===== config.mk =====
export PLATFORM = sky130hd
export DESIGN_NAME = region_decoder
export DESIGN_NICKNAME = d
export VERILOG_FILES = /design/src/verilog/cpu_mem_pkg.sv /design/src/verilog/region_decoder.sv
export VERILOG_INCLUDE_DIRS = /design/src /design/src/verilog
export SDC_FILE = /design/constraint.sdc
export NUM_CORES = 1
export LEC_CHECK = 0
export BUFFER_PORTS_ARGS = -buffer_cell sky130_fd_sc_hd__buf_2
export CAP_MARGIN = 20
export CORE_AREA = 2 2 210 212
export DETAILED_ROUTE_END_ITERATION = 12
export DIE_AREA = 0 0 212 214
export GPL_TIMING_DRIVEN = 0
export SYNTH_ARGS = -nofsm -noshare
export SYNTH_HDL_FRONTEND = slang
export SYNTH_SLANG_ARGS = --single-unit

===== constraint.sdc =====
create_clock -name vclk -period 2.3
set_input_delay 0.345 -clock vclk [all_inputs]
set_output_delay 0.345 -clock vclk [all_outputs]
set_load 0.01 [all_outputs]

===== src/verilog/cpu_mem_defs.svh =====
`ifndef CPU_MEM_DEFS_SVH
`define CPU_MEM_DEFS_SVH

//////////////////////////////////////////////////////////////////////
// bus widths
//////////////////////////////////////////////////////////////////////

// word address, byte offset already stripped by the CPU
`define CM_ADDR_W           30
`define CM_DATA_W           32

//////////////////////////////////////////////////////////////////////
// region map, top four bits of the word address
//////////////////////////////////////////////////////////////////////

`define CM_REGION_LOADER    4'hF
`define CM_REGION_CTRL      4'hD
`define CM_REGION_KBD       4'hE
`define CM_REGION_VMEM      4'hC

// sub-field inside the control region that parks the pipeline
`define CM_TRAP_SUB         8'hDD

//////////////////////////////////////////////////////////////////////
// target sizes
//////////////////////////////////////////////////////////////////////

// 2048 words of loader RAM
`define CM_LOADER_AW        11
// text memory is byte addressed
`define CM_VMEM_AW          13
// 8-entry scancode queue
`define CM_KBD_DEPTH_LG     3

// wait-cycle register
`define CM_WAIT_W           4
`define CM_VMEM_WAIT_RST    4'd5

`endif


===== src/verilog/cpu_mem_pkg.sv =====
`default_nettype none

`include "cpu_mem_defs.svh"

package cpu_mem_pkg;

    // plain view, region plus word offset
    typedef struct packed {
        logic [3:0]              region;
        logic [`CM_ADDR_W-5:0]   offset;
    } cm_region_view_s;

    // control region view
    typedef struct packed {
        logic [3:0]   region;
        logic [7:0]   sub;
        logic [15:0]  rsvd;
        logic [1:0]   reg_sel;
    } cm_ctrl_view_s;

    // one data address, decoded either way
    typedef union packed {
        cm_region_view_s  region_view;
        cm_ctrl_view_s    ctrl_view;
    } cm_addr_u;

    // request as issued by the CPU data port
    typedef struct packed {
        logic                    read;
        logic                    write;
        logic [3:0]              be;
        cm_addr_u                addr;
        logic [`CM_DATA_W-1:0]   wdata;
    } cm_req_s;

    // request after decode, lane enable already reversed
    typedef struct packed {
        logic                    sel;
        logic                    read;
        logic                    write;
        logic [3:0]              lane;
        cm_addr_u                addr;
        logic [`CM_DATA_W-1:0]   wdata;
    } cm_bus_s;

    // anything not listed falls through to main memory
    typedef enum logic [3:0] {
        REGION_MAIN   = 4'h0,
        REGION_VMEM   = `CM_REGION_VMEM,
        REGION_CTRL   = `CM_REGION_CTRL,
        REGION_KBD    = `CM_REGION_KBD,
        REGION_LOADER = `CM_REGION_LOADER
    } cm_region_e;

endpackage

`default_nettype wire


===== src/verilog/region_decoder.sv =====
`default_nettype none

`include "cpu_mem_defs.svh"

module region_decoder
    import cpu_mem_pkg::*;
(
    input  cm_req_s                   dmem,
    input  logic [`CM_ADDR_W-1:0]     instr_addr,

    output cm_bus_s                   loader_bus,
    output cm_bus_s                   vmem_bus,
    output cm_bus_s                   ctrl_bus,
    output cm_bus_s                   kbd_bus,

    input  logic [`CM_DATA_W-1:0]     loader_rdata,
    input  logic [`CM_DATA_W-1:0]     loader_instr,
    input  logic [`CM_DATA_W-1:0]     ctrl_rdata,
    input  logic [7:0]                kbd_code_out,

    output logic [`CM_DATA_W-1:0]     dmem_rdata,
    output logic [`CM_DATA_W-1:0]     instr_data,
    output logic                      instr_from_loader
);

    cm_region_e   region;
    cm_addr_u     instr_view;
    logic [3:0]   lane;
    cm_bus_s      bus_base;

    assign region     = cm_region_e'(dmem.addr.region_view.region);
    assign instr_view = instr_addr;

    //////////////////////////////////////////////////////////////////////
    // byte lane reversal
    //////////////////////////////////////////////////////////////////////

    // single byte enables mirror, anything else is a full word
    always_comb begin
        case (dmem.be)
            4'b0001: lane = 4'b1000;
            4'b0010: lane = 4'b0100;
            4'b0100: lane = 4'b0010;
            4'b1000: lane = 4'b0001;
            default: lane = 4'b1111;
        endcase
    end

    //////////////////////////////////////////////////////////////////////
    // per-target buses
    //////////////////////////////////////////////////////////////////////

    always_comb begin
        bus_base.sel   = 1'b0;
        bus_base.read  = dmem.read;
        bus_base.write = dmem.write;
        bus_base.lane  = lane;
        bus_base.addr  = dmem.addr;
        bus_base.wdata = dmem.wdata;

        loader_bus     = bus_base;
        vmem_bus       = bus_base;
        ctrl_bus       = bus_base;
        kbd_bus        = bus_base;

        // only the addressed target sees sel
        loader_bus.sel = (region == REGION_LOADER);
        vmem_bus.sel   = (region == REGION_VMEM);
        ctrl_bus.sel   = (region == REGION_CTRL);
        kbd_bus.sel    = (region == REGION_KBD);
    end

    //////////////////////////////////////////////////////////////////////
    // read data return
    //////////////////////////////////////////////////////////////////////

    always_comb begin
        case (region)
            REGION_LOADER: dmem_rdata = loader_rdata;
            REGION_CTRL:   dmem_rdata = ctrl_rdata;
            REGION_KBD:    dmem_rdata = {{(`CM_DATA_W-8){1'b0}}, kbd_code_out};
            // main memory, flash and text memory read as zero
            default:       dmem_rdata = '0;
        endcase
    end

    // instruction fetch only maps the loader
    assign instr_from_loader = (instr_view.region_view.region == `CM_REGION_LOADER);
    assign instr_data        = instr_from_loader ? loader_instr : '0;

endmodule

`default_nettype wire


==> run_results.csv, run 1 <==
group,metric,value,unit
outcome,outcome,"completed",
drt,ant_nets,0,
sta,fin_crit_sh,76.9,%
grt,grt_overflow,0,
logic_synthesis,syn_nets,600,
critical_path,endpoint,"instr_data[14]",
critical_path,arrival,1.42,ns
hold_path,min_from,"dmem[12]",
critical_path,cp-startpoint,"instr_addr[28]",
critical_path,crit_path_end_kind,"output port",
pwr,powerDensity,169,nW/um^2
finish,regArea,0,sq um
drt,drt_iter0_markers,51,
finish,drive_gt1_share,86.2,%
grt,antenna_found_initial,2,
critical_path,critPathRequiredTime,1.96,ns
finish,seq_cells,0,
sta,setup-violations-final,0,
critical_path,cpLargestDelayFamily,"simple AND/OR/NAND/NOR gates",
placement,dp.cells,1438,
drt,vias,3823,
logic_synthesis,synth_cell_types,22,
finish,finalInstanceArea,5940,sq um
critical_path,critPathMaxStageDelay,0.37,ns
cts,cts_hold_buf,0,
logic_synthesis,yosys.area.top_type_share,68.7,%
finish,instances_no_fill,1440,
critical_path,crit_fanout,10,
finish,area_growth_syn_to_layout,103,%
finish,nFillCells,4962,
pwr,peakVddDrop,58.4,uV
drt,wl,13.3,mm
run,maxCapViolCount,0,
grt,grtUsageTotal,4.91,%
logic_synthesis,syn_avg_cell_area,7.35,sq um
critical_path,crit_type,"primary input to output port",
placement,place_ws,0.475,ns
logic_synthesis,yosys_warnings,0,
floorplan,initial_core_util,6.82,%
drt,avgViaCountPerCell,2.65,
cts,cts.repair.resized,0,
logic_synthesis,yosysTopAreaCell,"buf_4",
critical_path,cp.depth,5,
drt,drc,0,
placement,dp_hpwl,12.3,mm
drt,firstDrtPassIters,4,
critical_path,critPathSlowestCell,"and4_1",
sta,clock.fmax,565,MHz
pwr,fin_total_pwr,1.00,mW
grt,grt_pass1_wl,17.8,mm
sta,slew_violations,0,
floorplan,die_y,214,microns
sta,rsz0062_at_grt,"false",
sta,maxSlewHeadroom,77.1,%
finish,final_common_cell,"buf_2",
floorplan,ios,543,
finish,final_cell_mix,"buf_2 (459), buf_4 (268), mux2i_1 (32), and2_1 (32), nor2_1 (27)",
logic_synthesis,synth.area.top_cells,"buf_4 (69%), mux2i_1 (11%), and2_1 (6.8%), nor2_1 (3.5%), o2bb2ai_1 (2.1%)",
finish,nets,1057,
finish,nClkBuffers,0,
sta,hold_viol,0,
hold_path,min_path_type,"primary input to output port",
cts,cts_setup_buffers,0,
critical_path,critPathBufInv,3,
sta,period_needed,1.77,ns
critical_path,start_kind,"primary input",
logic_synthesis,syn_area,2930,sq um
placement,gp_congestion,0.808,
grt,grt_pass1_vias,3455,
grt,grt_max_degree,11,
floorplan,die_x,212,microns
placement,port-buffer-count,455,
sta,setup_tns,0,ns
critical_path,crit_chain,"buf_2 -> and4_1 -> clkbuf_2 -> and2_1 -> buf_2",
floorplan,rows,76,
sta,worst_slack,0.532,ns
critical_path,cp_common_cell,"buf_2",
sta,whs,0.873,ns
floorplan,coreArea,42900,sq um
placement,dpl_cell_area,5940,sq um
logic_synthesis,netlist_instances,398,
finish,final_util,13.9,%
sta,worst_pin_slew,0.342,ns
drt,detail_route.wl_per_cell,9.24,microns
pwr,p_leak,3.61,nW
floorplan,dieArea,45400,sq um
logic_synthesis,ys_seq_area_share,0,%
[Yosys cell counts, types with 2 or more instances]
cell	count
buf_4	268
and2_1	32
mux2i_1	32
nor2_1	27
o2bb2ai_1	7
buf_2	4
buf_6	4
inv_1	3
xor2_1	3
a21oi_1	2
clkbuf_2	2
nor4b_1	2
o211ai_1	2
o21ai_0	2
[area by class of cell]
cell class                 count  area [sq um]  share of cell area, %
antenna                        2          5.00                 0.0842
buffer                       280          2110                   35.4
inverter                       3          11.3                  0.190
multi-input combinational    115           810                   13.6
tap                          585           732                   12.3
timing repair buffer         455          2280                   38.3
[cell families (layout without fill, tap and decap cells)]
logic type | Yosys count | count (layout) | synth area share, %
buf+inv | 283 | 738 | 72.3
mux | 32 | 32 | 10.9
simple gates | 66 | 66 | 12.0
compound gates | 14 | 14 | 3.80
other cells | 0 | 2 | 0
xor+xnor | 3 | 3 | 0.898
[power by group]
part,internal [mW],switching [mW]
Clock,0.000000116,0
Sequential,0,0
Combinational,0.594,0.408
[per-layer routing]
metal,share of wire [%],global-route usage [%],up-vias
li1,-,-,1893
met1,29,3.75,1653
met2,60,12.0,269
met3,9.2,0.572,8
met4,1.4,0.704,0
met5,0,0,-
[worst min-delay path by stage]
| stage | end | slack (ns) | depth (start not counted) |
|---|---|---|---|
| after floorplan | vmem_bus[68] | 0.74 | 1 |
| after global placement | loader_bus[29] | 0.88 | 2 |
| after detailed placement | vmem_bus[29] | 0.87 | 2 |
| after CTS | vmem_bus[29] | 0.87 | 2 |
| after global routing | vmem_bus[28] | 0.88 | 2 |
| final | vmem_bus[12] | 0.87 | 2 |
Power figures use the tool's default switching activity.
==> inputs of run 2 (changes only) <==
Settings changed: CORE_AREA 2 2 210 212 to 2 2 211 213, DIE_AREA 0 0 212 214 to 0 0 213 215.
Clock period 2.3 ns to 1.5 ns, I/O delays scaled along.
==> run 2 against run 1 <==
  * Combinational power is 55% higher
  * Utilization shrank 0.16 points
  * Count of clock-buffer cells in the layout stayed put
  * Global-route usage grew 0.63 points
  * Die area rose by 0.94%
  * Power is 55% higher
  * First-iteration DRC count shrank 18%
  * Hold slack lost 0.24 ns
  * Wire length grew 13%
  * Worst setup slack worse by 0.44 ns
  * Critical endpoint is now dmem_rdata[8]
  * Largest power group unchanged
  * Highest routed layer unchanged
==> run_results.csv, run 2 (same netlist as run 1, synthesis figures left out) <==
group,metric,value,unit
sta,setup-violations-final,0,
run,maxCapViolCount,0,
sta,clock.fmax,712,MHz
finish,seq_cells,0,
sta,worst_slack,0.0948,ns
pwr,p_leak,3.62,nW
finish,drive_gt1_share,86.4,%
floorplan,die_y,215,microns
placement,place_ws,-0.200,ns
finish,nets,1059,
pwr,pwr-share-comb,100.0,%
sta,worst_pin_slew,0.340,ns
outcome,outcome,"completed",
floorplan,ios,543,
critical_path,crit_fanout,10,
pwr,p_int,0.917,mW
grt,grt_max_degree,11,
drt,ant_nets,0,
drt,detail_route.wl_per_cell,10.4,microns
drt,avgViaCountPerCell,2.64,
sta,maxSlewHeadroom,76.7,%
grt,grt_overflow,0,
finish,regArea,0,sq um
sta,setup_tns,0,ns
hold_path,min_from,"dmem[59]",
finish,area_growth_syn_to_layout,104,%
critical_path,arrival,1.18,ns
grt,grt_pass1_wl,19.1,mm
critical_path,crit_type,"primary input to output port",
sta,slew_violations,0,
pwr,power_switching_share,41.0,%
cts,cts_hold_buf,0,
finish,multiInputGateArea,823,sq um
pwr,clockPowerShare,0,%
floorplan,rows,77,
critical_path,critPathRequiredTime,1.27,ns
sta,period_needed,1.41,ns
floorplan,initial_core_util,6.71,%
placement,dp_hpwl,13.9,mm
pwr,seqPwrFrac,0,%
sta,fin_crit_sh,93.7,%
grt,grt_pass1_vias,3280,
floorplan,die_x,213,microns
grt,grtUsageTotal,5.54,%
sta,rsz0062_at_grt,"false",
finish,nFillCells,5087,
drt,wl,15.0,mm
hold_path,min_path_cells,2,
placement,port-buffer-count,455,
critical_path,crit_path_end_kind,"output port",
pwr,powerDensity,260,nW/um^2
grt,antenna_found_initial,7,
pwr,switchingPower,0.637,mW
drt,vias,3818,
hold_path,holdPathEnd,"loader_bus[59]",
sta,hold_viol,0,
drt,drc,0,
hold_path,min_path_type,"primary input to output port",
finish,nClkBuffers,0,
pwr,peakVddDrop,93.5,uV
finish,final_common_cell,"buf_2",
floorplan,dieArea,45800,sq um
critical_path,start_kind,"primary input",
drt,firstDrtPassIters,4,
finish,final_cell_mix,"buf_2 (459), buf_4 (270), mux2i_1 (32), and2_1 (32), nor2_1 (27)",
floorplan,coreArea,43600,sq um
drt,drt_iter0_markers,42,
placement,gp_congestion,0.809,
[run 2: worst max path at each step]
stage          slack (ns)              to     start
5_1_grt             0.005    vmem_bus[63]  dmem[64]
2_1_floorplan        0.20     kbd_bus[62]  dmem[64]
3_3_place_gp        -0.17  loader_bus[64]  dmem[64]
3_5_place_dp        -0.20  loader_bus[64]  dmem[64]
6_report             0.09   dmem_rdata[8]  dmem[59]
4_1_cts              0.03  dmem_rdata[18]  dmem[61]
[run 2: layout make-up]
type / instances / share of cell area (%)
diodes: 1 / 0.0419
inverters: 3 / 0.188
plain buffers: 280 / 35.2
multi-input cells: 115 / 13.8
repair buffers: 457 / 38.4
well taps: 592 / 12.4
[run 2: what timing repair did]
item                       in CTS  in global routing
pin swaps                       2                  0
setup buffers                   2                  0
resized for setup               1                  2
setup endpoints to repair      38                  3
[run 2: per-layer routing]
metal  up-vias  wire, microns  global-route usage [%]
li1       1900              -                       -
met1      1620           4600                    4.88
met2       284           9020                    13.3
met3        14           1290                   0.395
met4         0            106                       0
met5         -              0                       0
[run 2: per-stage QoR]
step / cells / power, mW / hold slack [ns] / area, sq um / util (%)
5_1_grt: 1447 / 1.67 / 0.637 / 5970 / 13.7
3_3_place_gp: 1445 / 1.57 / 0.634 / 5940 / 13.6
6_report: 1448 / 1.55 / 0.633 / 5980 / 13.7
3_5_place_dp: 1445 / 1.57 / 0.634 / 5940 / 13.6
4_1_cts: 1447 / 1.58 / 0.634 / 5960 / 13.7
2_1_floorplan: 398 / 0.931 / 0.504 / 2930 / -
[run 2: critical path, cell delays in order]
cell	delay (ns)
buf_6	0.16
buf_6	0.21
mux2i_1	0.37
nor2_1	0.06
buf_2	0.15
[run 2: power groups by stage]
stage               clock network [mW]  logic (mW)  registers (mW)
floorplan                            0       0.931               0
global placement                     0        1.57               0
detailed placement                   0        1.57               0
CTS                                  0        1.58               0
global route                         0        1.67               0
finish                    0.0000000905        1.55               0
