<file path="src/verilog/cpu_mem_defs.svh">
`ifndef CPU_MEM_DEFS_SVH
`define CPU_MEM_DEFS_SVH

//////////////////////////////////////////////////////////////////////
// bus widths
//////////////////////////////////////////////////////////////////////

// word address, byte offset already stripped by the CPU
`define CM_ADDR_W           30
`define CM_DATA_W           32

//////////////////////////////////////////////////////////////////////
// region map, top four bits of the word address
//////////////////////////////////////////////////////////////////////

`define CM_REGION_LOADER    4'hF
`define CM_REGION_CTRL      4'hD
`define CM_REGION_KBD       4'hE
`define CM_REGION_VMEM      4'hC

// sub-field inside the control region that parks the pipeline
`define CM_TRAP_SUB         8'hDD

//////////////////////////////////////////////////////////////////////
// target sizes
//////////////////////////////////////////////////////////////////////

// 2048 words of loader RAM
`define CM_LOADER_AW        11
// text memory is byte addressed
`define CM_VMEM_AW          13
// 8-entry scancode queue
`define CM_KBD_DEPTH_LG     3

// wait-cycle register
`define CM_WAIT_W           4
`define CM_VMEM_WAIT_RST    4'd5

`endif

</file>
<file path="src/verilog/cpu_mem_pkg.sv">
`default_nettype none

`include "cpu_mem_defs.svh"

package cpu_mem_pkg;

    // plain view, region plus word offset
    typedef struct packed {
        logic [3:0]              region;
        logic [`CM_ADDR_W-5:0]   offset;
    } cm_region_view_s;

    // control region view
    typedef struct packed {
        logic [3:0]   region;
        logic [7:0]   sub;
        logic [15:0]  rsvd;
        logic [1:0]   reg_sel;
    } cm_ctrl_view_s;

    // one data address, decoded either way
    typedef union packed {
        cm_region_view_s  region_view;
        cm_ctrl_view_s    ctrl_view;
    } cm_addr_u;

    // request as issued by the CPU data port
    typedef struct packed {
        logic                    read;
        logic                    write;
        logic [3:0]              be;
        cm_addr_u                addr;
        logic [`CM_DATA_W-1:0]   wdata;
    } cm_req_s;

    // request after decode, lane enable already reversed
    typedef struct packed {
        logic                    sel;
        logic                    read;
        logic                    write;
        logic [3:0]              lane;
        cm_addr_u                addr;
        logic [`CM_DATA_W-1:0]   wdata;
    } cm_bus_s;

    // anything not listed falls through to main memory
    typedef enum logic [3:0] {
        REGION_MAIN   = 4'h0,
        REGION_VMEM   = `CM_REGION_VMEM,
        REGION_CTRL   = `CM_REGION_CTRL,
        REGION_KBD    = `CM_REGION_KBD,
        REGION_LOADER = `CM_REGION_LOADER
    } cm_region_e;

endpackage

`default_nettype wire

</file>
<file path="src/verilog/scancode_queue.sv">
`default_nettype none

`include "cpu_mem_defs.svh"

module scancode_queue
    import cpu_mem_pkg::*;
(
    input  logic                          clk_pipeline,
    input  logic                          rst,
    input  cm_bus_s                       bus,
    input  logic                          push_valid,
    input  logic [7:0]                    push_code,
    output logic [7:0]                    code,
    output logic                          ready,
    output logic                          overflow,
    output logic [`CM_KBD_DEPTH_LG:0]     count,
    output logic                          read_stall
);

    localparam int DEPTH = 1 << `CM_KBD_DEPTH_LG;

    logic [7:0]                   fifo_mem [0:DEPTH-1];
    logic [`CM_KBD_DEPTH_LG-1:0]  wr_ptr;
    logic [`CM_KBD_DEPTH_LG-1:0]  rd_ptr;
    logic [`CM_KBD_DEPTH_LG:0]    fill;
    logic                         empty;
    logic                         full;
    logic                         rd_req;
    logic                         do_pop;
    logic                         do_push;

    assign empty   = (fill == '0);
    assign full    = fill[`CM_KBD_DEPTH_LG];
    assign rd_req  = bus.sel & bus.read;
    assign do_pop  = rd_req & ~empty;
    assign do_push = push_valid & ~full;

    // CPU waits here until a code shows up
    assign read_stall = rd_req & empty;

    //////////////////////////////////////////////////////////////////////
    // pointers and flags
    //////////////////////////////////////////////////////////////////////

    always_ff @(posedge clk_pipeline) begin
        if (!rst) begin
            wr_ptr   <= '0;
            rd_ptr   <= '0;
            fill     <= '0;
            overflow <= 1'b0;
        end else begin
            if (do_push) begin
                wr_ptr <= wr_ptr + 1'b1;
            end
            if (do_pop) begin
                rd_ptr <= rd_ptr + 1'b1;
            end
            case ({do_push, do_pop})
                2'b10:   fill <= fill + 1'b1;
                2'b01:   fill <= fill - 1'b1;
                default: fill <= fill;
            endcase
            // sticky, no way to push back on the source
            if (push_valid && full) begin
                overflow <= 1'b1;
            end
        end
    end

    always_ff @(posedge clk_pipeline) begin
        if (do_push) begin
            fifo_mem[wr_ptr] <= push_code;
        end
    end

    assign code  = fifo_mem[rd_ptr];
    assign ready = ~empty;
    assign count = fill;

endmodule

`default_nettype wire

</file>
<file path="config.mk">
export PLATFORM = sky130hd
export DESIGN_NAME = scancode_queue
export DESIGN_NICKNAME = d
export VERILOG_FILES = /design/src/verilog/cpu_mem_pkg.sv /design/src/verilog/scancode_queue.sv
export VERILOG_INCLUDE_DIRS = /design/src /design/src/verilog
export SDC_FILE = /design/constraint.sdc
export NUM_CORES = 1
export LEC_CHECK = 0
export ABC_AREA = 0
export BUFFER_PORTS_ARGS = -buffer_cell sky130_fd_sc_hd__buf_2
export CAP_MARGIN = 40
export CORE_ASPECT_RATIO = 0.8
export CORE_MARGIN = 2
export CORE_UTILIZATION = 55
export CTS_CLUSTER_DIAMETER = 60
export CTS_CLUSTER_SIZE = 28
export DETAILED_ROUTE_END_ITERATION = 16
export GPL_TIMING_DRIVEN = 0
export PLACE_DENSITY = 0.95
export REMOVE_ABC_BUFFERS = 1
export SETUP_SLACK_MARGIN = 0.05
export SYNTH_ARGS = -nofsm -noshare
export SYNTH_HDL_FRONTEND = slang
export SYNTH_SLANG_ARGS = --single-unit
</file>
<file path="constraint.sdc">
create_clock -name clk_pipeline -period 5.1 [get_ports clk_pipeline]
set_clock_uncertainty 0.2 [all_clocks]
set_input_delay 0.255 -clock clk_pipeline [delete_from_list [all_inputs] [get_ports clk_pipeline]]
set_output_delay 0.255 -clock clk_pipeline [all_outputs]
set_load 0.03 [all_outputs]
</file>
==> run_results.csv, run 1 <==
group,metric,value,unit
finish,drive_gt1_share,33.2,%
yosys,yosys-top-cells-count,"64 x edfxtp_1, 16 x mux4_2, 14 x dfxtp_1, 8 x mux2_2, 7 x nor2_1",
die,io_pins,95,
clock_tree,root_buffer,"clkbuf_8",
critical_path,r2r_cells,9,
detailed_routing,routed_via_density,5.41,
run_status,outcome,"finished, final reports clean",
finish,finalInstanceArea,3660,um^2
yosys,seq_area_frac_synth,70.6,%
sta,drv_slew,0,
critical_path,crit_fanout,7,
pwr,p_leak,1.28,nW
detailed_routing,vias,1597,
yosys,yosysTopAreaCell,"edfxtp_1",
placement,placed_area,3360,um^2
pwr,p_total,1.60,mW
die,start_util,57.1,%
finish,num_antenna_cells,0,
global_route,grtUsageTotal,18.5,%
die,die_w,88.2,um
critical_path,r2r-start,"count[1]",
global_route,grt_pass1_wl,8250,um
yosys,synth.distinct_cells,31,
sta,min_period,2670,ps
sta,layout_setup_ws,2430,ps
clock_tree,insertion_delay,340,ps
yosys,avgSynthCellArea,18.4,um^2
sta,hold_viol,0,
critical_path,crit_type,"reg2reg",
yosys,synth_top_area_share,61.6,%
clock_tree,cts_tree,"built",
finish,syn_to_final_growth,17.3,%
detailed_routing,drtIter0Drc,105,
critical_path,r2r-end,"count[2]",
clock_tree,clockBufferDepth,2,
placement,gp_congestion,0.820,
sta,holdWs,57.6,ps
placement,dpl_worst_slack,2440,ps
global_route,grt_antenna_before_repair,0,
detailed_routing,drc,0,
global_route,globalRoute.totalOverflow,0,
clock_tree,cts_setup_buffers,0,
clock_tree,htree_levels,3,
yosys,synth_edf_count,64,
yosys,ys.flop_type,"edfxtp_1",
yosys,synth_most_common_cell,"edfxtp_1",
detailed_routing,drtAntennaViolNets,0,
yosys,ys_ff_latch,78,
finish,layout.nets,298,
critical_path,crit_path_start_kind,"flop",
critical_path,end_kind,"flop",
detailed_routing,wl_per_cell,17.3,um
die,core,5470,um^2
global_route,grt_pass1_vias,1608,
yosys,async_reset_ff_share,0,%
global_route,grt_max_degree,17,
clock_tree,numCtsBuffers,9,
clock_tree,hold_buffers,9,
sta,setup_violations,0,
detailed_routing,wl,5100,um
die,die_area,6300,um^2
job,cap_violations,0,
critical_path,crit_path_start,"count[1]",
sta,relSlewSlack,38.3,%
clock_tree,post_cts_resized,0,
yosys,ys_warn_count,0,
sta,tightest_slew,922,ps
critical_path,cp.arrival,2750,ps
yosys,yosys-top-cells-area,"edfxtp_1 62%, mux4_2 12%, dfxtp_1 9.0%",
placement,port_buffers,27,
die,die_h,71.4,um
yosys,syn_area,3120,um^2
pwr,ir_drop,306,uV
sta,fin_crit_sh,52.4,%
pwr,power_density,436,nW/um^2
clock_tree,cts_sinks,78,
sta,rsz0062_at_grt,"false",
detailed_routing,dr.pass1.iters,4,
sta,final.setup.tns,0,ps
critical_path,endpoint,"count[2]",
worst_hold_path,min_path_type,"in2reg",
yosys,synthCells,170,
clock_tree,clkTransAtPathRegs,80,ps
critical_path,ff2ff_setup_slack,2430,ps
die,rows,24,
placement,dp_hpwl,3380,um
sta,max_freq,0.374,GHz
critical_path,worstPathRequired,5180,ps
-- how the worst min path moves through the flow --
stage | startpoint | to | slack (ps) | cells past startpoint
2_1_floorplan | push_code[0] | fifo_mem[0][0] | 150 | 0
3_3_place_gp | overflow | overflow | 270 | 2
3_5_place_dp | overflow | overflow | 280 | 2
4_1_cts | rst | count[2] | 50 | 2
5_1_grt | rst | count[1] | 60 | 2
6_report | rst | count[3] | 60 | 3
-- placed cells by master, fill, tap and decap left out --
cell type       n
a211o_1         1
a21boi_1        1
a21oi_1         4
and2_1          6
and4_4          1
buf_16          1
buf_2          27
buf_4           2
bufinv_16       2
clkbuf_8        9
clkinv_2        2
clkinv_4        2
dfxtp_1        14
dlygate4sd3_1   9
edfxtp_1       64
ha_1            5
inv_1           1
mux2_2          8
mux2i_1         4
mux4_2         16
nand2_1         5
nand2b_1        5
nand3b_1        1
nor2_1          7
nor2b_1         5
nor2b_4         1
nor3_1          2
nor3b_1         1
nor4bb_1        1
o21ai_0         1
or3_1           1
or4_4           1
xnor2_1         2
xor2_1          5
-- cell families after synthesis --
| family | count (synthesis) | share of synthesized area (%) |
|---|---|---|
| DFF | 78 | 70.6 |
| xor gates and xnor gates | 7 | 1.96 |
| buffers and inverters | 8 | 1.28 |
| and+or+nand+nor | 37 | 7.14 |
| AOI/OAI and AO/OA | 7 | 1.32 |
| muxes | 28 | 15.7 |
| adders and majority gates | 5 | 2.00 |
-- state kept, by name (all words and copies together), names as in the netlist, named ones only --
register / flops
fifo_mem: 64
overflow: 1
wr_ptr: 3
count: 4
rd_ptr: 3
-- metal layers --
layer  vias up  track usage (%)  wire length (um)
met5         -                0                 0
met4         0             6.73                63
met3         5             6.22               269
met2        46             28.7              2520
met1       801             24.8              2250
li1        745                -                 -
-- worst max-delay path, cell delays in order (launching register included) --
cell	delay, ps
dfxtp_1	380
or4_4	570
nor2b_4	160
ha_1	270
xor2_1	170
ha_1	180
a21oi_1	140
xor2_1	90
or3_1	310
a21boi_1	130
-- where the power goes --
part / switching (mW) / leakage (nW) / internal [mW]
Combinational: 0.182 / 0.475 / 0.163
Clock: 0.208 / 0.109 / 0.273
Sequential: 0.0389 / 0.695 / 0.732
Total: 0.430 / 1.28 / 1.17
-- through the flow --
| stage | util [%] | std cells |
|---|---|---|
| global placement | 60.7 | 268 |
| detailed placement | 61.5 | 271 |
| global route | 67.0 | 295 |
| floorplan | - | 163 |
| finish | 67.0 | 295 |
| CTS | 67.0 | 295 |
-- cell type report --
type                            instances  area (um^2)
Fill cell                             386         1800
Inverter                                1         3.75
Multi-Input combinational cell         84          878
Timing Repair Buffer                   39          268
Clock inverter                          6         87.6
Sequential cell                        78         2200
Clock buffer                            9          124
Tap cell                               78         97.6
No activity file was read; power rests on OpenSTA's default activity.
==> run 2: changes to the inputs <==
Settings changed: CORE_UTILIZATION 55 to 51, PLACE_DENSITY 0.95 to 0.91.
Clock period 5.1 ns to 2.77 ns, I/O delays scaled along.
==> run_results.csv, run 2 (synthesis results as in run 1) <==
group,metric,value,unit
die,io_pins,95,
global_route,globalRoute.totalOverflow,0,
die,die_h,74.0,um
pwr,p_total,2.83,mW
die,core,5910,um^2
die,start_util,52.8,%
global_route,grt_max_degree,17,
placement,placed_area,3360,um^2
detailed_routing,wl_per_cell,17.4,um
critical_path,cp.arrival,2660,ps
sta,relSlewSlack,40.4,%
sta,tightest_slew,891,ps
clock_tree,cts_setup_buffers,0,
clock_tree,clkTransAtPathRegs,80,ps
sta,fin_crit_sh,93.3,%
detailed_routing,vias,1594,
pwr,power_frac_comb,22.9,%
critical_path,crit_type,"reg2reg",
detailed_routing,wl_met2,2690,um
clock_tree,insertion_delay,350,ps
pwr,p_int,1.99,mW
pwr,power_density,770,nW/um^2
pwr,clkPwrFrac,26.8,%
critical_path,worstPathRequired,2850,ps
global_route,grtUsageTotal,17.3,%
finish,drive_gt1_share,35.7,%
sta,rsz0062_at_grt,"false",
global_route,grt_pass1_vias,1623,
pwr,power_switching,835,uW
finish,largest_register_ffs,64,
worst_hold_path,min_path_type,"in2reg",
clock_tree,htree_levels,3,
job,cap_violations,0,
finish,final_common_cell,"edfxtp_1",
sta,drv_slew,0,
clock_tree,cts_tree,"built",
detailed_routing,dr.pass1.iters,5,
die,die_area,6760,um^2
detailed_routing,wl_met3,369,um
run_status,outcome,"finished, final reports clean",
global_route,grt_pass1_wl,8260,um
finish,fin_util,62.1,%
sta,setup_violations,0,
finish,num_antenna_cells,0,
pwr,ir_drop,445,uV
die,die_w,91.5,um
clock_tree,clockBufferDepth,2,
pwr,sw_frac_of_total,29.5,%
sta,max_freq,0.387,GHz
finish,top_register,"fifo_mem",
clock_tree,numCtsBuffers,9,
global_route,grt_antenna_before_repair,0,
critical_path,end_kind,"flop",
critical_path,crit_fanout,7,
finish,layout.nets,301,
finish,syn_to_final_growth,17.6,%
detailed_routing,routed_via_density,5.28,
pwr,seq_power_share,50.4,%
placement,gp_congestion,0.775,
critical_path,crit_path_start_kind,"flop",
sta,min_period,2580,ps
detailed_routing,top_layer,"met4",
finish,finalInstanceArea,3670,um^2
placement,port_buffers,27,
detailed_routing,wl_met1,2100,um
sta,holdWs,121,ps
finish,final_cell_mix,"64 x edfxtp_1, 27 x buf_2, 16 x mux4_2",
sta,hold_viol,0,
detailed_routing,drtIter0Drc,133,
detailed_routing,drc,0,
placement,dp_hpwl,3510,um
detailed_routing,wl,5260,um
clock_tree,cts_sinks,78,
pwr,p_leak,1.28,nW
detailed_routing,drtAntennaViolNets,0,
critical_path,ff2ff_setup_slack,190,ps
clock_tree,root_buffer,"clkbuf_8",
die,rows,25,
run 2: cell types whose count changed in the layout (fill, tap and decap cells not counted), sizes merged:
cell	change
bufinv	-2
inv	+3
dlygate4sd3	+2
clkinv	-1
clkinvlp	+1
buf	+1
run 2: final timing paths:
kind              depth (start not counted)         to  startpoint
setup / recovery                          9   count[2]    count[1]
hold / removal                            4  rd_ptr[2]     bus[67]
setup reg to reg                          9   count[2]    count[1]
hold reg to reg                           2   count[2]    count[2]
run 2: timing repair:
action / CTS / global route
hold endpoints to repair: 78 / 0
endpoints found under the setup margin: 1 / 1
cloned: 0 / 0
hold buffers: 11 / 0
resized for setup: 1 / 4
run 2: layout make-up:
class | instances | area (um^2)
clock inverter | 7 | 56.3
sequential | 78 | 2210
timing repair buffer | 42 | 295
multi-input combinational | 84 | 885
tap | 81 | 101
fill | 420 | 2240
clock buffer | 9 | 124
inverter | 1 | 3.75
run 2: power groups by stage:
stage                     clock, mW  combinational, mW  sequential [mW]
final                         0.757              0.646             1.42
after CTS                     0.775              0.654             1.42
after global placement            0              0.568             1.46
after global routing          0.822              0.696             1.44
after floorplan                   0              0.411             1.48
after detailed placement          0              0.639             1.45
run 2: metal layers:
metal | GRT usage, % | vias to the layer above
li1 | - | 750
met1 | 20.0 | 785
met2 | 29.8 | 50
met3 | 5.57 | 9
met4 | 9.09 | 0
met5 | 0 | -
run 2: per-stage QoR:
stage | cells | TNS (ps) | setup WS, ps
after floorplan | 163 | -1.00 | -1.00
after global placement | 271 | 0 | 139
after detailed placement | 274 | 0 | 76.6
after CTS | 301 | 0 | 114
after global routing | 302 | 0 | 53.8
final | 302 | 0 | 186
run 2: worst max-delay path: stages, from the launching register on:
cell	delay, ps
dfxtp_2	360
or4_4	560
nor2b_4	160
ha_2	220
xor2_1	150
ha_1	200
a21oi_2	120
xor2_1	80
or3_1	320
a21boi_1	150
