==> src/verilog/cpu_mem_defs.svh <==
`ifndef CPU_MEM_DEFS_SVH
`define CPU_MEM_DEFS_SVH

//////////////////////////////////////////////////////////////////////
// bus widths
//////////////////////////////////////////////////////////////////////

// word address, byte offset already stripped by the CPU
`define CM_ADDR_W           30
`define CM_DATA_W           32

//////////////////////////////////////////////////////////////////////
// region map, top four bits of the word address
//////////////////////////////////////////////////////////////////////

`define CM_REGION_LOADER    4'hF
`define CM_REGION_CTRL      4'hD
`define CM_REGION_KBD       4'hE
`define CM_REGION_VMEM      4'hC

// sub-field inside the control region that parks the pipeline
`define CM_TRAP_SUB         8'hDD

//////////////////////////////////////////////////////////////////////
// target sizes
//////////////////////////////////////////////////////////////////////

// 2048 words of loader RAM
`define CM_LOADER_AW        11
// text memory is byte addressed
`define CM_VMEM_AW          13
// 8-entry scancode queue
`define CM_KBD_DEPTH_LG     3

// wait-cycle register
`define CM_WAIT_W           4
`define CM_VMEM_WAIT_RST    4'd5

`endif

==> src/verilog/cpu_mem_pkg.sv <==
`default_nettype none

`include "cpu_mem_defs.svh"

package cpu_mem_pkg;

    // plain view, region plus word offset
    typedef struct packed {
        logic [3:0]              region;
        logic [`CM_ADDR_W-5:0]   offset;
    } cm_region_view_s;

    // control region view
    typedef struct packed {
        logic [3:0]   region;
        logic [7:0]   sub;
        logic [15:0]  rsvd;
        logic [1:0]   reg_sel;
    } cm_ctrl_view_s;

    // one data address, decoded either way
    typedef union packed {
        cm_region_view_s  region_view;
        cm_ctrl_view_s    ctrl_view;
    } cm_addr_u;

    // request as issued by the CPU data port
    typedef struct packed {
        logic                    read;
        logic                    write;
        logic [3:0]              be;
        cm_addr_u                addr;
        logic [`CM_DATA_W-1:0]   wdata;
    } cm_req_s;

    // request after decode, lane enable already reversed
    typedef struct packed {
        logic                    sel;
        logic                    read;
        logic                    write;
        logic [3:0]              lane;
        cm_addr_u                addr;
        logic [`CM_DATA_W-1:0]   wdata;
    } cm_bus_s;

    // anything not listed falls through to main memory
    typedef enum logic [3:0] {
        REGION_MAIN   = 4'h0,
        REGION_VMEM   = `CM_REGION_VMEM,
        REGION_CTRL   = `CM_REGION_CTRL,
        REGION_KBD    = `CM_REGION_KBD,
        REGION_LOADER = `CM_REGION_LOADER
    } cm_region_e;

endpackage

`default_nettype wire

==> src/verilog/io_ctrl_regs.sv <==
`default_nettype none

`include "cpu_mem_defs.svh"

module io_ctrl_regs
    import cpu_mem_pkg::*;
(
    input  logic                          clk_pipeline,
    input  logic                          rst,
    input  cm_bus_s                       bus,
    input  logic [`CM_KBD_DEPTH_LG:0]     kbd_count,
    output logic [`CM_DATA_W-1:0]         rdata,
    output logic [`CM_WAIT_W-1:0]         wait_cycles,
    output logic                          trap_stall
);

    logic                     access;
    logic                     trap_hit;
    logic [1:0]               reg_sel;
    logic [`CM_WAIT_W-1:0]    wait_reg;

    assign access   = bus.sel & (bus.read | bus.write);
    assign trap_hit = (bus.addr.ctrl_view.sub == `CM_TRAP_SUB);
    assign reg_sel  = bus.addr.ctrl_view.reg_sel;

    // trap window holds the pipeline as long as the access stays up
    assign trap_stall = access & trap_hit;

    // register 0, text memory wait cycles
    always_ff @(posedge clk_pipeline) begin
        if (!rst) begin
            wait_reg <= `CM_VMEM_WAIT_RST;
        end else if (bus.sel && bus.write && !trap_hit && reg_sel == 2'd0) begin
            wait_reg <= bus.wdata[`CM_WAIT_W-1:0];
        end
    end

    assign wait_cycles = wait_reg;

    // read side, register 1 is the queue fill level
    always_comb begin
        rdata = '0;
        if (!trap_hit) begin
            case (reg_sel)
                2'd0:    rdata = {{(`CM_DATA_W-`CM_WAIT_W){1'b0}}, wait_reg};
                2'd1:    rdata = {{(`CM_DATA_W-`CM_KBD_DEPTH_LG-1){1'b0}}, kbd_count};
                default: rdata = '0;
            endcase
        end
    end

endmodule

`default_nettype wire

==> config.mk <==
export PLATFORM = sky130hd
export DESIGN_NAME = io_ctrl_regs
export DESIGN_NICKNAME = d
export VERILOG_FILES = /design/src/verilog/cpu_mem_pkg.sv /design/src/verilog/io_ctrl_regs.sv
export VERILOG_INCLUDE_DIRS = /design/src /design/src/verilog
export SDC_FILE = /design/constraint.sdc
export NUM_CORES = 1
export LEC_CHECK = 0
export ABC_AREA = 1
export BUFFER_PORTS_ARGS = -buffer_cell sky130_fd_sc_hd__buf_2
export CAP_MARGIN = 20
export CORE_MARGIN = 10
export CORE_UTILIZATION = 26
export CTS_CLUSTER_SIZE = 12
export DETAILED_ROUTE_END_ITERATION = 6
export PLACE_DENSITY_LB_ADDON = 0.1
export SLEW_MARGIN = 10
export SYNTH_ARGS = -nofsm -noshare
export SYNTH_HDL_FRONTEND = slang
export SYNTH_SLANG_ARGS = --single-unit
==> constraint.sdc <==
create_clock -name clk_pipeline -period 1.3 [get_ports clk_pipeline]
set_input_delay 0.13 -clock clk_pipeline [delete_from_list [all_inputs] [get_ports clk_pipeline]]
set_output_delay 0.13 -clock clk_pipeline [all_outputs]
set_load 0.02 [all_outputs]
==> results of run 1 <==
[worst max-delay path, stage by stage, from the launching register on]
cell and delay [ns]:
dfxtp_1 0.35, inv_1 0.05, o21ai_1 0.12, nand2_1 0.06
inv_1 0.06, buf_2 0.16
[layout by cell type, fill, tap and decap left out]
cell and n:
nand3_1 10, o21ai_1 4, dfxtp_1 4, conb_1 28
a21oi_1 2, buf_2 31, nand2_1 15, inv_1 13
o21ai_0 1, or2_4 1, nor2_1 5, nor2_8 1
clkbuf_4 3
[through the flow]
stage | hold WS (ns) | area [um2] | setup slack, ns
5_1_grt | 0.126 | 634 | 0.0296
3_5_place_dp | 0.360 | 612 | 0.170
2_1_floorplan | 0.214 | 638 | 0.366
6_report | 0.120 | 634 | 0.153
4_1_cts | 0.118 | 634 | 0.130
3_3_place_gp | 0.360 | 612 | 0.169
[layer usage]
metal	vias to the layer above	GRT usage [%]	routed length [um]
met2	32	11.6	733
li1	272	-	-
met4	0	2.41	5
met3	2	5.42	199
met5	-	0	0
met1	215	6.46	561
[worst max-delay path by stage]
stage	end	slack, ns	cells past startpoint
2_1_floorplan	rdata[1]	0.37	4
3_3_place_gp	rdata[0]	0.17	8
3_5_place_dp	rdata[0]	0.17	8
4_1_cts	rdata[2]	0.13	5
5_1_grt	rdata[1]	0.03	5
6_report	rdata[2]	0.15	5
[kinds of logic (layout without fill, tap and decap cells)]
logic type | Yosys count | in the layout | synth area share (%)
compound gates | 7 | 7 | 6.53
flops | 4 | 4 | 14.9
simple gates | 32 | 32 | 28.7
other cells | 1 | 28 | 0.699
buf+inv | 42 | 47 | 49.2
[final cells by class]
class | instances | area (um2) | share of cell area [%]
multi-input combinational | 67 | 294 | 46.4
timing repair buffer | 31 | 155 | 24.5
sequential | 4 | 80.1 | 12.6
inverter | 13 | 48.8 | 7.69
tap | 27 | 33.8 | 5.33
clock buffer | 3 | 22.5 | 3.55
[power by group through the flow]
stage	Clock [mW]	Combinational [mW]	Sequential [mW]
floorplan	0	0.185	0.138
global placement	0	0.177	0.133
detailed placement	0	0.179	0.133
CTS	0.156	0.179	0.131
global route	0.169	0.203	0.132
finish	0.149	0.181	0.131
==> out/results.ini, run 1 <==
[drt]
vias = 521
ant_nets = 0
drcViolationCount = 0
wl_per_cell_um = 10.3
totalWireLength_um = 1500
vias_per_cell = 3.59
drt-pass1-iter-count = 2
drt_iter0_drc = 1

[final_layout]
largest_register_ffs = 4
final_cells = 145
post-route-util_pct = 32.3
antenna_cells = 0
drive_gt1_share_pct = 30.5
fill_cells = 246
nets = 195
areaGrowthSynthToFinish_pct = 18.2

[critical_path]
reg2reg_from = wait_cycles[1]$_SDFFE_PN0P_
reg2reg_to = wait_cycles[1]$_SDFFE_PN0P_
endpoint_kind = output pin
worstPathRequired_ns = 1.17
arrival_ns = 1.02
critical_path_class = register to output pin
start_kind = register
crit_fanout = 3
rr_worst_depth = 2
critPathLaunch = wait_cycles[2]$_SDFFE_PN1P_
r2r_setup_slack_ns = 0.71

[sta]
tns_ns = 0
finalSetupViolCount = 0
period_share_pct = 88.2
min_period_ns = 1.15
clock.fmax_mhz = 872
finalHoldViolations = 0
maxSlewViolCount = 0
finalClockSkew_ns = 0
rsz0062_at_grt = no

[clock_network]
clkSlewWorstSetupHoldPaths_ns = 0.03
cts-resized-gates = 0
cts_buffers = 3
postCtsHoldBufs = 0
h-tree-depth = 1
clk_latency_ns = 0.23
cts_tree = built
post_cts_buffers = 0
clockBufferDepth = 2
cts_root_buffer = clkbuf_4
clock-sinks = 4

[hold_path]
hold_path.class = input pin to register
hold_path.startpoint = rst
min_to = wait_cycles[0]$_SDFFE_PN1P_
hold_depth = 2

[power]
clock_power_share_pct = 32.3
pwr-share-seq_pct = 28.4
p_comb_share_pct = 39.3
switchingPower_mw = 0.182
internal_power_mw = 0.280
ir_worst_vdd_mv = 0.576
power_mw = 0.461
leakagePower_nw = 0.433
switching_share_pct = 39.3
p_per_area_nw_per_um2 = 727

[die]
initial_core_util_pct = 27.4
die_h_um = 65.4
dieArea_um2 = 4280
die_w_um = 65.4
pin_count = 112
num_rows = 16
coreArea_um2 = 1960

[global_routing]
antenna_found_initial = 0
grt_pass1_vias = 526
overflow = 0
grt_max_degree = 13
grt_pass1_wl_um = 2390
grt_util_all_layers_pct = 7.00

[logic_synthesis]
synth_commonest_cells = buf_4 (28), nand2_1 (15), inv_1 (13), nand3_1 (10), nor2_1 (5)
synth-seq-cells = 4
ys.flop_type = dfxtp_1
yosysWarnings = 0
synth.top_cells.by_area = buf_4 (39%), dfxtp_1 (15%), nand2_1 (10%), nand3_1 (9.3%), inv_1 (9.1%)
async_flop_share_pct = 0
synth_top_area_share_pct = 39.2
synth.most_common_cell = buf_4
yosys.area.top_type = buf_4
synth_area_um2 = 537
syn_inst = 86
syn_avg_cell_area_um2 = 6.24
synth.distinct_cells = 13
ys_seq_area_share_pct = 14.9
synth_edf_count = 0

[placed_design]
gp_congestion = 0.659
port_buffers = 31
place_inst = 142
dpl.hpwl_um = 1390

[run_status]
outcome = completed

[flow_run]
maxCapViolCount = 0

Note: power is estimated with default switching activity, not from simulation.
==> inputs of run 2 (changes only) <==
ABC_AREA = default   (was 1)
CORE_UTILIZATION = 25   (was 26)
==> out/results.ini, run 2 <==
[run_status]
outcome = completed

[power]
ir_worst_vdd_mv = 0.352
power_mw = 0.449
p_per_area_nw_per_um2 = 737
leakagePower_nw = 0.379

[critical_path]
critical_path_class = input pin to output pin
crit_fanout = 4
arrival_ns = 1.01
worstPathRequired_ns = 1.17
start_kind = input pin
endpoint_kind = output pin
r2r_setup_slack_ns = 0.69

[logic_synthesis]
synth.most_common_cell = buf_4
synth.top_cells.by_area = buf_4 (41%), dfxtp_1 (15%), mux2i_1 (15%), nor2b_1 (4.8%), nand4b_4 (4.6%)
syn_avg_cell_area_um2 = 8.49
ys_seq_area_share_pct = 15.5
ys.flop_type = dfxtp_1
synth_edf_count = 0
syn_inst = 61
synth_top_area_share_pct = 40.6
async_flop_share_pct = 0
synth-seq-cells = 4
synth_commonest_cells = buf_4 (28), mux2i_1 (8)
synth_area_um2 = 518
yosysWarnings = 0
synth.distinct_cells = 15
yosys.area.top_type = buf_4

[clock_network]
cts_tree = built
clk_latency_ns = 0.23
cts-resized-gates = 0
post_cts_buffers = 0
clkSlewWorstSetupHoldPaths_ns = 0.04
cts_root_buffer = clkbuf_4
cts_buffers = 3
h-tree-depth = 1
clockBufferDepth = 2
clock-sinks = 4
postCtsHoldBufs = 0

[final_layout]
mostFrequentLayoutCell = buf_2
nets = 170
post-route-util_pct = 31.1
antenna_cells = 0
final_cell_mix = buf_2 (31), conb_1 (28), mux2i_1 (8)
fill_cells = 233
areaGrowthSynthToFinish_pct = 17.6
drive_gt1_share_pct = 39.8
final_cells = 120
largest_register_ffs = 4

[drt]
drt_iter0_drc = 11
drcViolationCount = 0
drt-pass1-iter-count = 4
wl_per_cell_um = 11.5
totalWireLength_um = 1380
vias_per_cell = 3.58
vias = 429
ant_nets = 0

[global_routing]
gr-max-usage-layer = met2
grt_max_degree = 9
grtUsageMet1_pct = 5.33
antenna_found_initial = 0
grt_pass1_vias = 454
grt_use_met3_pct = 4.58
grt_util_all_layers_pct = 6.21
use_met2_pct = 10.1
overflow = 0
grt_pass1_wl_um = 2130

[flow_run]
maxCapViolCount = 0

[die]
die_h_um = 65.5
initial_core_util_pct = 26.4
coreArea_um2 = 1960
pin_count = 112
num_rows = 16
die_w_um = 65.5
dieArea_um2 = 4290

[placed_design]
gp_congestion = 0.661
dpl.hpwl_um = 1300
port_buffers = 31
place_inst = 117

[sta]
tns_ns = 0
finalHoldViolations = 0
timing.hold.ws_ns = 0.138
maxSlewViolCount = 0
rsz0062_at_grt = no
min_period_ns = 1.14
period_share_pct = 87.5
clock.fmax_mhz = 879
finalSetupViolCount = 0
finalClockSkew_ns = 0

[hold_path]
hold_path.class = input pin to register

run 2: final timing paths:
path,from,end,cells past startpoint
max,bus[51],rdata[0],5
min,bus[1],wait_cycles[1]$_SDFFE_PN0P_,3
max reg2reg,wait_cycles[2]$_SDFFE_PN1P_,wait_cycles[2]$_SDFFE_PN1P_,2
min reg2reg,wait_cycles[1]$_SDFFE_PN0P_,wait_cycles[1]$_SDFFE_PN0P_,2
run 2: cell type report:
class	count	area (um2)	area share, %
multi-input combinational	55	318	52.2
timing repair buffer	31	155	25.5
tap	27	33.8	5.54
sequential	4	80.1	13.1
clock buffer	3	22.5	3.70
run 2: logic make-up after synthesis:
logic type,count (synthesis),share of synthesized area (%)
flip-flops,4,15.5
multiplexers,8,15.5
AO/OA/AOI/OAI,3,4.11
other,1,0.724
AND/OR/NAND/NOR,16,21.5
buffers and inverters,29,42.8
run 2: power breakdown:
| part | internal [mW] | switching, mW | total, mW |
|---|---|---|---|
| combinational | 0.0485 | 0.120 | 0.168 |
| sequential | 0.126 | 0.00197 | 0.128 |
| clock | 0.103 | 0.0493 | 0.152 |
| total | 0.278 | 0.171 | 0.449 |
run 2: metal layers:
| metal | wire (um) | share of wire, % |
|---|---|---|
| met3 | 259 | 19 |
| met5 | 0 | 0 |
| met1 | 432 | 31 |
| met2 | 685 | 50 |
| met4 | 0 | 0 |
run 2: per-stage QoR:
step | cell area, um2 | setup WS, ns
5_1_grt | 609 | 0.0907
3_3_place_gp | 587 | 0.128
2_1_floorplan | 619 | 0.312
6_report | 609 | 0.162
3_5_place_dp | 587 | 0.128
4_1_cts | 609 | 0.129
run 2: worst max-delay path, cell delays in order:
cell	delay (ns)
buf_2	0.09
nand4b_2	0.23
o21bai_1	0.31
nor2_1	0.09
buf_2	0.17
==> inputs of run 3 (changes only) <==
RECOVER_POWER = 25   (was default)
==> out/results.ini, run 3 (synthesis gave the netlist of run 2 again) <==
[drt]
ant_nets = 0
vias = 428
drt_iter0_drc = 11
vias_per_cell = 3.57
wl_per_cell_um = 11.6
drt-pass1-iter-count = 4
totalWireLength_um = 1390
drcViolationCount = 0

[global_routing]
grt_pass1_wl_um = 2130
overflow = 0
grtUsageMet1_pct = 5.33
grt_util_all_layers_pct = 6.21
grt_pass1_vias = 454
grt_use_met3_pct = 4.58
grt_max_degree = 9
use_met2_pct = 10.1
gr-max-usage-layer = met2
antenna_found_initial = 0

[die]
dieArea_um2 = 4290
die_h_um = 65.5
initial_core_util_pct = 26.4
num_rows = 16
pin_count = 112
die_w_um = 65.5
coreArea_um2 = 1960

[power]
switchingPower_mw = 0.170
ir_worst_vdd_mv = 0.351
p_per_area_nw_per_um2 = 746
pwr-share-seq_pct = 28.7
leakagePower_nw = 0.372
clock_power_share_pct = 34.1
switching_share_pct = 38.0
internal_power_mw = 0.277
p_comb_share_pct = 37.2

[final_layout]
drive_gt1_share_pct = 37.6
multiInputGateArea_um2 = 308
nets = 170
fill_cells = 237
area.sequential_um2 = 80.1
mostFrequentLayoutCell = buf_2
final_area_um2 = 599
largest_register_ffs = 4
antenna_cells = 0
final_cell_mix = buf_2 (31), conb_1 (28), mux2i_1 (8)
areaGrowthSynthToFinish_pct = 15.7

[hold_path]
hold_path.class = input pin to register
hold_path.startpoint = bus[1]

[clock_network]
clockBufferDepth = 2
clkSlewWorstSetupHoldPaths_ns = 0.04
postCtsHoldBufs = 0
cts-resized-gates = 0
cts_root_buffer = clkbuf_4
h-tree-depth = 1
post_cts_buffers = 0
clk_latency_ns = 0.23
clock-sinks = 4
cts_buffers = 3
cts_tree = built

[sta]
clock.fmax_mhz = 878
period_share_pct = 87.6
min_period_ns = 1.14
finalWorstSetupSlack_ns = 0.161
finalClockSkew_ns = 0
rsz0062_at_grt = no
finalHoldViolations = 0
maxSlewViolCount = 0
finalSetupViolCount = 0
tns_ns = 0

[critical_path]
cpMostUsedCell = buf_2
rr_worst_depth = 2
r2r_setup_slack_ns = 0.69
cp-endpoint = rdata[0]
critical_path_depth = 5
cpPeakStageDelay_ns = 0.32
crit_buf_inv = 2
worstPathRequired_ns = 1.17
reg2reg_from = wait_cycles[2]$_SDFFE_PN1P_
path_delay_family = compound AO/OA/AOI/OAI gates
arrival_ns = 1.01
slowest_stage = o21bai_1
reg2reg_to = wait_cycles[2]$_SDFFE_PN1P_
endpoint_kind = output pin
crit_fanout = 4
critPathLaunch = bus[51]
start_kind = input pin
critical_path_class = input pin to output pin
worstPathCellList = buf_2, nand4b_1, o21bai_1, nor2_1, buf_2

[placed_design]
dpl.hpwl_um = 1300
gp_congestion = 0.661
post-place-ws_ns = 0.128
port_buffers = 31
dpl_cell_area_um2 = 587

[run_status]
outcome = completed

[flow_run]
maxCapViolCount = 0

[run 3: cell counts in the layout (fill, tap and decap cells not counted)]
Identical to the previous run, type by type.
[run 3: worst min path at each step]
| stage | to | cells after the start | slack, ns |
|---|---|---|---|
| floorplan | wait_cycles[1]$_SDFFE_PN0P_ | 2 | 0.27 |
| global placement | wait_cycles[1]$_SDFFE_PN0P_ | 3 | 0.38 |
| detailed placement | wait_cycles[1]$_SDFFE_PN0P_ | 3 | 0.38 |
| CTS | wait_cycles[1]$_SDFFE_PN0P_ | 3 | 0.13 |
| global route | wait_cycles[1]$_SDFFE_PN0P_ | 3 | 0.15 |
| finish | wait_cycles[1]$_SDFFE_PN0P_ | 3 | 0.14 |
[run 3: area by class of cell]
| type | count | share of cell area [%] |
|---|---|---|
| repair buffers | 31 | 25.9 |
| multi-input cells | 55 | 51.4 |
| flip-flops and latches | 4 | 13.4 |
| well taps | 27 | 5.64 |
| clock buffers | 3 | 3.76 |
[run 3: power by group through the flow]
stage / Combinational, mW / Clock [mW] / Sequential [mW]
after floorplan: 0.178 / 0 / 0.133
after global placement: 0.165 / 0 / 0.130
after detailed placement: 0.166 / 0 / 0.130
after CTS: 0.166 / 0.163 / 0.128
after global routing: 0.183 / 0.169 / 0.129
final: 0.166 / 0.153 / 0.128
[run 3: per-layer routing]
layer,wire (um),vias up
met2,687,37
met4,0,0
met1,439,183
met3,259,0
met5,0,-
li1,-,208
[run 3: tightest hold or removal path, cell delays in order]
cell and delay, ns:
buf_2 0.09, nand2_1 0.04, mux2i_1 0.05
[run 3: per-stage QoR]
step                hold WS [ns]  power, mW  cells  util, %
finish                     0.138      0.447    120     30.5
detailed placement         0.379      0.296    117     29.9
global placement           0.379      0.295    117     29.9
CTS                        0.127      0.457    120     31.1
floorplan                  0.269      0.312     88        -
global route               0.154      0.481    120     30.5
